[src/verilog/dap_bus_pkg.sv]
package dap_bus_pkg;

    // Byte address width of the register window
    localparam int addr_width = 12;

    // ------------------------------------------------------------------
    // Register map
    // ------------------------------------------------------------------
    localparam logic [addr_width-1:0] cr_addr     = 12'h000;
    localparam logic [addr_width-1:0] time_addr   = 12'h004;
    localparam logic [addr_width-1:0] sr_addr     = 12'h008;
    localparam logic [addr_width-1:0] dr_addr     = 12'h00C;
    localparam logic [addr_width-1:0] curcmd_addr = 12'h010;

    // One AHB-Lite address phase as seen by the slave
    typedef struct packed {
        logic                  hsel;
        logic [addr_width-1:0] haddr;
        logic [1:0]            htrans;
        logic [2:0]            hsize;
        logic                  hwrite;
        logic                  hready;
    } ahb_req_t;

    // Register access valid during the data phase
    typedef struct packed {
        logic [addr_width-1:0] addr;
        logic                  read_en;
        logic                  write_en;
        logic [3:0]            byte_strobe;
        logic [31:0]           wdata;
    } reg_access_t;

endpackage

[src/verilog/dap_cmd_pkg.sv]
package dap_cmd_pkg;

    // CMSIS-DAP command IDs handled in hardware
    typedef enum logic [7:0] {
        cmd_transfer_abort = 8'h07,
        cmd_delay          = 8'h09,
        cmd_queue          = 8'h7E,
        cmd_execute        = 8'h7F
    } dap_cmd_e;

    // Where a decoded command goes
    typedef enum logic [1:0] {
        route_mcu,
        route_delay,
        route_abort,
        route_multi
    } dap_route_e;

    // First-stage dispatch FSM
    typedef enum logic [1:0] {
        st_cmd,
        st_count,
        st_run,
        st_finish
    } dap_state_e;

    localparam int pkt_addr_width = 10;

    // One response buffer write plus the packet length so far
    typedef struct packed {
        logic                      en;
        logic [pkt_addr_width-1:0] addr;
        logic [7:0]                data;
        logic [pkt_addr_width-1:0] len;
    } pkt_write_t;

    typedef struct packed {
        pkt_write_t wr;
        logic       done;
    } worker_out_t;

endpackage

[src/verilog/dap_ahb_slave.sv]
module dap_ahb_slave (
    input  logic                     hclk,
    input  logic                     hresetn,
    input  dap_bus_pkg::ahb_req_t    ahb_req,
    input  logic [31:0]              hwdata,
    output dap_bus_pkg::reg_access_t access
);
    import dap_bus_pkg::*;

    logic                  trans_req;
    logic                  read_req;
    logic                  write_req;
    logic                  upd_read;
    logic                  upd_write;
    logic [addr_width-1:0] addr_q;
    logic                  read_en_q;
    logic                  write_en_q;
    logic [3:0]            strobe_q;
    logic [3:0]            strobe_nxt;

    // NONSEQ or SEQ to a selected slave with the bus ready
    assign trans_req = ahb_req.hsel & ahb_req.hready & ahb_req.htrans[1];
    assign read_req  = trans_req & ~ahb_req.hwrite;
    assign write_req = trans_req & ahb_req.hwrite;

    // New request, or end of the transfer in flight
    assign upd_read  = read_req | (read_en_q & ahb_req.hready);
    assign upd_write = write_req | (write_en_q & ahb_req.hready);

    always_comb begin
        case (ahb_req.hsize)
            3'b000:  strobe_nxt = 4'b0001 << ahb_req.haddr[1:0];
            3'b001:  strobe_nxt = ahb_req.haddr[1] ? 4'b1100 : 4'b0011;
            default: strobe_nxt = 4'b1111;
        endcase
    end

    always_ff @(posedge hclk or negedge hresetn) begin
        if (!hresetn) begin
            addr_q     <= '0;
            read_en_q  <= 1'b0;
            write_en_q <= 1'b0;
            strobe_q   <= 4'b0000;
        end else begin
            if (trans_req) begin
                addr_q <= ahb_req.haddr;
            end
            if (upd_read) begin
                read_en_q <= read_req;
            end
            if (upd_write) begin
                write_en_q <= write_req;
            end
            if (upd_read || upd_write) begin
                strobe_q <= strobe_nxt;
            end
        end
    end

    assign access = '{addr: addr_q, read_en: read_en_q, write_en: write_en_q,
                      byte_strobe: strobe_q, wdata: hwdata};

    a_rw_exclusive: assert property (@(posedge hclk) disable iff (!hresetn)
        !(access.read_en && access.write_en));

endmodule

[src/verilog/dap_regs.sv]
module dap_regs (
    input  logic                     hclk,
    input  logic                     hresetn,
    input  dap_bus_pkg::reg_access_t access,
    input  logic                     in_valid,
    input  logic [7:0]               in_data,
    input  logic [7:0]               cur_cmd,
    input  logic                     mcu_busy,
    output logic [31:0]              hrdata,
    output logic                     dap_en,
    output logic                     intr,
    output logic                     dr_write,
    output logic                     dr_read,
    output logic                     flag_clear
);
    import dap_bus_pkg::*;

    logic [31:0] ctrl_q;
    logic [31:0] timer_q;

    // Word match, byte offset ignored
    function automatic logic hit(input logic [addr_width-1:0] a,
                                 input logic [addr_width-1:0] base);
        hit = (a[addr_width-1:2] == base[addr_width-1:2]);
    endfunction

    // ------------------------------------------------------------------
    // Control register and timestamp timer
    // ------------------------------------------------------------------
    always_ff @(posedge hclk or negedge hresetn) begin
        if (!hresetn) begin
            ctrl_q <= '0;
        end else if (access.write_en && hit(access.addr, cr_addr)) begin
            for (int i = 0; i < 4; i++) begin
                if (access.byte_strobe[i]) begin
                    ctrl_q[i*8 +: 8] <= access.wdata[i*8 +: 8];
                end
            end
        end
    end

    always_ff @(posedge hclk or negedge hresetn) begin
        if (!hresetn) begin
            timer_q <= '0;
        end else if (access.write_en && hit(access.addr, time_addr)) begin
            timer_q <= '0;
        end else begin
            timer_q <= timer_q + 32'd1;
        end
    end

    assign dap_en = ctrl_q[0];
    assign intr   = ctrl_q[31] & mcu_busy;

    // Strobes toward the dispatcher and MCU helper
    assign dr_write   = access.write_en & hit(access.addr, dr_addr) & access.byte_strobe[0];
    assign dr_read    = access.read_en & hit(access.addr, dr_addr);
    assign flag_clear = access.write_en & hit(access.addr, sr_addr)
                        & access.byte_strobe[3] & access.wdata[31];

    // Readback, unmapped words return zero
    always_comb begin
        case (access.addr[addr_width-1:2])
            cr_addr[addr_width-1:2]:     hrdata = ctrl_q;
            time_addr[addr_width-1:2]:   hrdata = timer_q;
            sr_addr[addr_width-1:2]:     hrdata = {mcu_busy, 31'd0};
            dr_addr[addr_width-1:2]:     hrdata = {23'd0, in_valid, in_data};
            curcmd_addr[addr_width-1:2]: hrdata = {24'd0, cur_cmd};
            default:                     hrdata = 32'd0;
        endcase
    end

endmodule

[src/verilog/dap_dispatcher.sv]
module dap_dispatcher (
    input  logic                     hclk,
    input  logic                     hresetn,
    input  logic                     dap_en,
    input  logic                     in_valid,
    input  logic [7:0]               in_data,
    input  logic                     dr_read,
    input  logic                     delay_arg_ready,
    input  dap_cmd_pkg::worker_out_t mcu_out,
    input  dap_cmd_pkg::worker_out_t delay_out,
    input  logic                     packet_almost_full,
    output logic                     in_ready,
    output logic [7:0]               cur_cmd,
    output logic                     mcu_start,
    output logic                     delay_start,
    output dap_cmd_pkg::pkt_write_t  pkt,
    output logic                     group_finish,
    output logic                     packet_finish
);
    import dap_cmd_pkg::*;

    dap_state_e  state;
    dap_route_e  route;
    logic [7:0]  dec_byte;
    logic [7:0]  num_cmd;
    logic        group_q;
    logic        packet_q;
    logic        hs;
    logic        run_active;
    worker_out_t sel_out;

    // Decode the live byte while waiting for a command
    assign dec_byte = (state == st_cmd) ? in_data : cur_cmd;

    always_comb begin
        case (dec_byte)
            cmd_transfer_abort:     route = route_abort;
            cmd_delay:              route = route_delay;
            cmd_queue, cmd_execute: route = route_multi;
            default:                route = route_mcu;
        endcase
    end

    assign run_active  = dap_en & (state == st_run);
    assign mcu_start   = run_active & (route == route_mcu);
    assign delay_start = run_active & (route == route_delay);
    assign sel_out     = (route == route_delay) ? delay_out : mcu_out;

    assign in_ready = dap_en & ((state == st_cmd) || (state == st_count)
                                || (delay_start && delay_arg_ready) || dr_read);
    assign hs = in_valid & in_ready;

    // ------------------------------------------------------------------
    // Dispatch FSM
    // ------------------------------------------------------------------
    always_ff @(posedge hclk or negedge hresetn) begin
        if (!hresetn) begin
            state    <= st_cmd;
            cur_cmd  <= 8'd0;
            num_cmd  <= 8'd0;
            group_q  <= 1'b0;
            packet_q <= 1'b0;
        end else if (!dap_en) begin
            state    <= st_cmd;
            cur_cmd  <= 8'd0;
            num_cmd  <= 8'd0;
            group_q  <= 1'b0;
            packet_q <= 1'b0;
        end else begin
            group_q  <= 1'b0;
            packet_q <= 1'b0;
            case (state)
                st_cmd: begin
                    if (hs) begin
                        cur_cmd <= in_data;
                        if (route == route_multi) begin
                            state <= st_count;
                        end else if (route != route_abort) begin
                            state <= st_run;
                        end
                    end
                end
                st_count: begin
                    if (hs) begin
                        num_cmd <= in_data;
                        state   <= st_cmd;
                    end
                end
                st_run: begin
                    if (sel_out.done) begin
                        group_q <= 1'b1;
                        state   <= st_finish;
                    end
                end
                default: begin
                    // Hold here while the response buffer is nearly full
                    if (!packet_almost_full) begin
                        if (num_cmd <= 8'd1) begin
                            num_cmd  <= 8'd0;
                            packet_q <= 1'b1;
                        end else begin
                            num_cmd <= num_cmd - 8'd1;
                        end
                        state <= st_cmd;
                    end
                end
            endcase
        end
    end

    // Response routing
    always_comb begin
        pkt          = '0;
        group_finish = 1'b0;
        case (state)
            st_cmd, st_count: begin
                pkt.en       = hs & (route != route_abort);
                pkt.data     = in_data;
                pkt.len      = 10'd1;
                group_finish = pkt.en;
            end
            st_run: begin
                if (dap_en) begin
                    pkt = sel_out.wr;
                end
            end
            default: group_finish = dap_en & group_q;
        endcase
    end

    assign packet_finish = dap_en & packet_q;

    a_no_write_in_finish: assert property (@(posedge hclk) disable iff (!hresetn)
        (state == st_finish) |-> !pkt.en);

endmodule

[src/verilog/dap_mcu_helper.sv]
module dap_mcu_helper (
    input  logic                     hclk,
    input  logic                     hresetn,
    input  logic                     start,
    input  logic                     dr_write,
    input  logic                     flag_clear,
    input  logic [7:0]               wdata_byte,
    output dap_cmd_pkg::worker_out_t out
);
    import dap_cmd_pkg::*;

    logic [pkt_addr_width-1:0] wr_addr;
    logic [pkt_addr_width-1:0] wr_len;
    logic                      done_q;

    // Sequential writes only, so length follows the address
    assign wr_len = wr_addr + 10'd1;

    always_ff @(posedge hclk or negedge hresetn) begin
        if (!hresetn) begin
            wr_addr <= '0;
            done_q  <= 1'b0;
        end else if (!start) begin
            wr_addr <= '0;
            done_q  <= 1'b0;
        end else begin
            if (dr_write) begin
                wr_addr <= wr_len;
            end
            if (flag_clear) begin
                done_q <= 1'b1;
            end
        end
    end

    assign out = '{wr: '{en: start & dr_write, addr: wr_addr, data: wdata_byte, len: wr_len},
                   done: done_q};

endmodule

[src/verilog/dap_delay.sv]
module dap_delay #(
    parameter int clock_freq_m = 60
) (
    input  logic                     hclk,
    input  logic                     hresetn,
    input  logic                     start,
    input  logic                     in_valid,
    input  logic [7:0]               in_data,
    output logic                     arg_ready,
    output dap_cmd_pkg::worker_out_t out
);
    import dap_cmd_pkg::*;

    localparam int tick_w = $clog2(clock_freq_m + 1);

    typedef enum logic [2:0] {
        dl_arg_lo,
        dl_arg_hi,
        dl_wait,
        dl_done,
        dl_hold
    } dl_state_e;

    dl_state_e         state;
    logic [15:0]       us_left;
    logic [tick_w-1:0] tick;

    assign arg_ready = start & ((state == dl_arg_lo) || (state == dl_arg_hi));

    always_ff @(posedge hclk or negedge hresetn) begin
        if (!hresetn) begin
            state <= dl_arg_lo;
        end else if (!start) begin
            state <= dl_arg_lo;
        end else begin
            case (state)
                dl_arg_lo: state <= in_valid ? dl_arg_hi : dl_arg_lo;
                dl_arg_hi: state <= in_valid ? dl_wait : dl_arg_hi;
                dl_wait:   state <= (us_left == 16'd0) ? dl_done : dl_wait;
                dl_done:   state <= dl_hold;
                default:   state <= dl_hold;
            endcase
        end
    end

    // Microsecond countdown, one tick per clock_freq_m cycles
    always_ff @(posedge hclk) begin
        if (arg_ready && in_valid) begin
            if (state == dl_arg_lo) begin
                us_left[7:0] <= in_data;
            end else begin
                us_left[15:8] <= in_data;
                tick          <= '0;
            end
        end else if (state == dl_wait && us_left != 16'd0) begin
            if (tick == tick_w'(clock_freq_m - 1)) begin
                tick    <= '0;
                us_left <= us_left - 16'd1;
            end else begin
                tick <= tick + 1'b1;
            end
        end
    end

    // Status byte DAP_OK right after the echoed command
    always_comb begin
        out         = '0;
        out.wr.en   = start & (state == dl_done);
        out.wr.addr = pkt_addr_width'(1);
        out.wr.data = 8'h00;
        out.wr.len  = pkt_addr_width'(2);
        out.done    = out.wr.en;
    end

endmodule

[src/verilog/dap_controller.sv]
module dap_controller #(
    parameter int clock_freq_m = 60
) (
    input  logic                    hclk,
    input  logic                    hresetn,
    input  dap_bus_pkg::ahb_req_t   ahb_req,
    input  logic [31:0]             hwdata,
    output logic [31:0]             hrdata,
    output logic                    hreadyout,
    output logic                    hresp,
    output logic                    intr,
    input  logic                    in_valid,
    input  logic [7:0]              in_data,
    output logic                    in_ready,
    output dap_cmd_pkg::pkt_write_t pkt,
    output logic                    group_finish,
    output logic                    packet_finish,
    input  logic                    packet_almost_full
);
    import dap_bus_pkg::*;
    import dap_cmd_pkg::*;

    reg_access_t access;
    logic        dap_en;
    logic        dr_write;
    logic        dr_read;
    logic        flag_clear;
    logic [7:0]  cur_cmd;
    logic        mcu_start;
    logic        delay_start;
    logic        delay_arg_ready;
    worker_out_t mcu_out;
    worker_out_t delay_out;

    // No wait states, always OKAY
    assign hreadyout = 1'b1;
    assign hresp     = 1'b0;

    dap_ahb_slave ahb_slave_i (
        .hclk(hclk), .hresetn(hresetn), .ahb_req(ahb_req), .hwdata(hwdata), .access(access)
    );

    dap_regs regs_i (
        .hclk(hclk), .hresetn(hresetn), .access(access),
        .in_valid(in_valid), .in_data(in_data), .cur_cmd(cur_cmd), .mcu_busy(mcu_start),
        .hrdata(hrdata), .dap_en(dap_en), .intr(intr),
        .dr_write(dr_write), .dr_read(dr_read), .flag_clear(flag_clear)
    );

    dap_dispatcher dispatcher_i (
        .hclk(hclk), .hresetn(hresetn), .dap_en(dap_en),
        .in_valid(in_valid), .in_data(in_data), .dr_read(dr_read),
        .delay_arg_ready(delay_arg_ready), .mcu_out(mcu_out), .delay_out(delay_out),
        .packet_almost_full(packet_almost_full), .in_ready(in_ready), .cur_cmd(cur_cmd),
        .mcu_start(mcu_start), .delay_start(delay_start), .pkt(pkt),
        .group_finish(group_finish), .packet_finish(packet_finish)
    );

    // CPU fallback for every command without a hardware worker
    dap_mcu_helper mcu_helper_i (
        .hclk(hclk), .hresetn(hresetn), .start(mcu_start), .dr_write(dr_write),
        .flag_clear(flag_clear), .wdata_byte(access.wdata[7:0]), .out(mcu_out)
    );

    dap_delay #(.clock_freq_m(clock_freq_m)) delay_i (
        .hclk(hclk), .hresetn(hresetn), .start(delay_start),
        .in_valid(in_valid), .in_data(in_data), .arg_ready(delay_arg_ready), .out(delay_out)
    );

endmodule

[config.mk]
export PLATFORM = sky130hd
export DESIGN_NAME = dap_controller
export DESIGN_NICKNAME = d
export VERILOG_FILES = /design/src/verilog/dap_bus_pkg.sv /design/src/verilog/dap_cmd_pkg.sv /design/src/verilog/dap_ahb_slave.sv /design/src/verilog/dap_regs.sv /design/src/verilog/dap_dispatcher.sv /design/src/verilog/dap_mcu_helper.sv /design/src/verilog/dap_delay.sv /design/src/verilog/dap_controller.sv
export SDC_FILE = /design/constraint.sdc
export NUM_CORES = 1
export LEC_CHECK = 0
export ABC_AREA = 1
export BUFFER_PORTS_ARGS = -buffer_cell sky130_fd_sc_hd__buf_2
export CORE_UTILIZATION = 51
export DETAILED_ROUTE_END_ITERATION = 8
export GPL_TIMING_DRIVEN = 0
export HOLD_SLACK_MARGIN = 0.05
export PLACE_DENSITY = 0.73
export SKIP_CTS_REPAIR_TIMING = 1
export SLEW_MARGIN = 20
export SYNTH_ARGS = -nofsm -noshare
export SYNTH_HDL_FRONTEND = slang
export SYNTH_SLANG_ARGS = --single-unit
export TNS_END_PERCENT = 50
[constraint.sdc]
create_clock -name hclk -period 5.1 [get_ports hclk]
set_clock_uncertainty 0.1 [all_clocks]
set_input_delay 1.02 -clock hclk [delete_from_list [all_inputs] [get_ports hclk]]
set_output_delay 1.02 -clock hclk [all_outputs]
set_load 0.02 [all_outputs]
==> results.md <==
- Leakage power: 4.770 nW
- Worst-path clk slew: roughly 50 ps
- Dpl hpwl: 16050 um
- Cell Area, Synth: 7926 um2
- Initial Utilization: 0.5214
- IO Pins: 131
- Final nets: about 1200
- Port bufs: 127
- Max incr delay on CP: 360 ps
- Crit path max-delay family: buffers and inverters
- Peak supply drop: 0.0002580 V
- Slew @ Worst Pin: 882.4 ps
- Routed Antenna Nets: 0
- Synth area leader: dfrtp_1
- Crit path capture type: output port
- Max Cap Viol: 0
- Area contributors post-synth: dfrtp_1 36%, nand2_1 11%, edfxtp_1 8.3%, inv_1 7.9%, nor2_1 4.8%
- Die area: 16040 um2
- Crit path time final: around 4300 ps
- CTS Buffer Depth: 2
- Register bit total from synthesis: 136
- CTS tree: yes
- Most frequent cell on the critical path: nand2_1
- Post-placement cell count: 1344
- First-pass DRT Iterations: 5
- Placer Congestion: ~0.92
- Worst setup margin: ~800 ps
- Outcome: finished clean
- Die H: 126.7 um
- Net Count, Synth: 1102
- Total grt overflow: 0
- DRC errors left: 0
- Crit path buf inv count: 5
- Hold WS: roughly 400 ps
- Cells after Synth: about 1000
- CP arrival: 3180 ps
- # diodes: 0
- CP max FO: 10
- DR iter-0 viols: 497
- Area Growth Syn to Fin: 19.38%
- Warnings from Yosys: 0
- Worst slack, placed: 857.6 ps
- CTS root buf: clkbuf_16
- Final setup viols: 0
- Setup TNS Final: 0 ps
- Die Wd: 126.7 um
- Syn avg cell area: approximately 7.7 um2
- Initial antenna violation count: 1
- Via count: 7478
- Number of global-route vias before repair: 7205
- RSZ-0062 raised after global routing: false
- Final Hold Fails: 0
- First-pass GRT wire length: roughly 35000 um
- PD cells: 394.4 nW/um2
- Worst Setup Path Type: in2out
- Peak Freq: ~230 MHz
- Htree depth: 4
- Critical path's slowest cell: buf_2
- Yosys cell types: 48
- Layout Cells excl Fill: 1376
- Critical path cell sequence: buf_2 > inv_1 > nand2_1 > nand2_1 > nand2_1 > nor2_4 > nand2_2 > nand2_1 > inv_1 > nand2_1 > buf_2 > o22ai_1 > buf_2
- Post-synth EDFFs: 22
- Commonest non-fill, non-tap cell in the layout: nand2_1
- Core area: 15200 um2
- Hold WC Path Type: reg2reg
- Top FF cell, synth: dfrtp_1
- GRT Util Overall: 0.2785
- DR WL/cell: 15.51 um
- Clock buffer count from CTS: 17
- Slew Limit Fails: 0
- CTS Sinks: roughly 140
- Fin crit share: 0.8422
- Share of layout cells above drive strength 1: 0.1877
- Pin count of the biggest net entering global routing: 79
- Slew HR: 0.4072
- Startpoint Class: primary input
- Critical Path RT: around 4000 ps
- Detailed Route WL: 21340 um
- Area share of the largest cell type after synthesis: 0.3599
- Vias per cell: 5.435
- Final Util: 0.6225
- Ys async rst share: 0.8382
- Seq/Total Area, Yosys: 0.4433
- # rows: 45
- Clk_lat worst skew: 420 ps
- Commonest non-fill, non-tap cells in the layout: 240 x nand2_1, 166 x inv_1, 134 x buf_2
final timing paths:
| path | start | cells past startpoint | end | slack [ps] |
|---|---|---|---|---|
| setup / recovery | in_data[2] | 13 | pkt[10] | 800 |
| hold reg to reg | regs_i.ctrl_q[2] | 2 | regs_i.ctrl_q[2] | 390 |
| setup reg to reg | dispatcher_i.state[0] | 12 | delay_i.us_left[0] | 1910 |
| hold / removal | regs_i.ctrl_q[2] | 2 | regs_i.ctrl_q[2] | 390 |
| max in group asynchronous | hresetn | 2 | regs_i.timer_q[16] | 3800 |
| min in group asynchronous | hresetn | 1 | dispatcher_i.num_cmd[4] | 400 |
power breakdown:
part	switching [W]	total, W	internal, W
clock network	0.000456	0.00130	0.000841
registers	0.000106	0.00132	0.00121
logic	0.000738	0.00112	0.000379
kinds of logic after synthesis:
family,Yosys count,share of synthesized area
xor gates and xnor gates,36,0.03978
buffers and inverters,197,0.09882
other,2,0.0009475
DFF,136,0.4433
AOI/OAI and AO/OA,180,0.1348
adders and majority gates,10,0.01579
and+or+nand+nor,460,0.2568
muxes,7,0.009786
stage by stage:
| stage | area [um2] | power [W] |
|---|---|---|
| floorplan | 7926 | 0.002127 |
| global placement | 8797 | 0.002418 |
| detailed placement | 8831 | 0.002438 |
| CTS | 9463 | 0.003737 |
| global route | 9463 | 0.003952 |
| finish | 9463 | 0.003732 |
Yosys cell counts, types with 2 or more instances:
| library cell | count |
|---|---|
| o22ai_1 | 41 |
| nand2_2 | 9 |
| o21ai_0 | 66 |
| nand4_1 | 19 |
| mux2_2 | 6 |
| o2111ai_1 | 5 |
| inv_2 | 4 |
| nor2_1 | 101 |
| a22oi_1 | 4 |
| a31oi_1 | 4 |
| buf_2 | 8 |
| xor2_1 | 26 |
| clkbuf_1 | 9 |
| buf_6 | 2 |
| buf_4 | 5 |
| nor2_2 | 4 |
| nand3_2 | 3 |
| dfrtp_1 | 114 |
| nor3_1 | 28 |
| nand2_1 | 240 |
| nand3_1 | 32 |
| inv_1 | 166 |
| edfxtp_1 | 22 |
| nor4_1 | 8 |
| o21ai_1 | 9 |
| a21oi_1 | 30 |
| nor3_2 | 3 |
| ha_1 | 10 |
| xnor2_1 | 10 |
| nor2_4 | 6 |
| conb_1 | 2 |
| a211oi_1 | 4 |
| clkinv_1 | 3 |
| or2_1 | 2 |
| o21ai_2 | 10 |
worst min-delay path, cell delays in order, from the launching register on:
cell,delay [ps]
dfrtp_1,340
nand2_1,50
o21ai_0,60
per-layer routing:
| layer | up-vias | GRT usage | share of wire |
|---|---|---|---|
| li1 | 3636 | - | - |
| met1 | 3537 | 0.3551 | 0.43 |
| met2 | 254 | 0.4625 | 0.48 |
| met3 | 49 | 0.05441 | 0.058 |
| met4 | 2 | 0.1225 | 0.034 |
| met5 | - | 0 | 0.00066 |
sequential cells by signal, summed over array words and instances (netlist names):
register	flops
delay_i.tick	6
regs_i.timer_q	32
delay_i.us_left	16
dispatcher_i.group_q	1
ahb_slave_i.addr_q	10
regs_i.ctrl_q	32
mcu_helper_i.wr_addr	10
mcu_helper_i.done_q	1
delay_i.state	3
dispatcher_i.cur_cmd	8
dispatcher_i.num_cmd	8
dispatcher_i.state	2
ahb_slave_i.write_en_q	1
dispatcher_i.packet_q	1
ahb_slave_i.strobe_q	4
ahb_slave_i.read_en_q	1
final cells by class:
class,count,area (um2)
fillers,1390,5739
clock inverters,6,80.08
repair buffers,128,669.4
clock buffers,26,551.8
flip-flops and latches,136,3513
plain buffers,24,133.9
well taps,188,235.2
multi-input cells,695,3630
inverters,173,649.4
(Power assumes the default switching activity.)
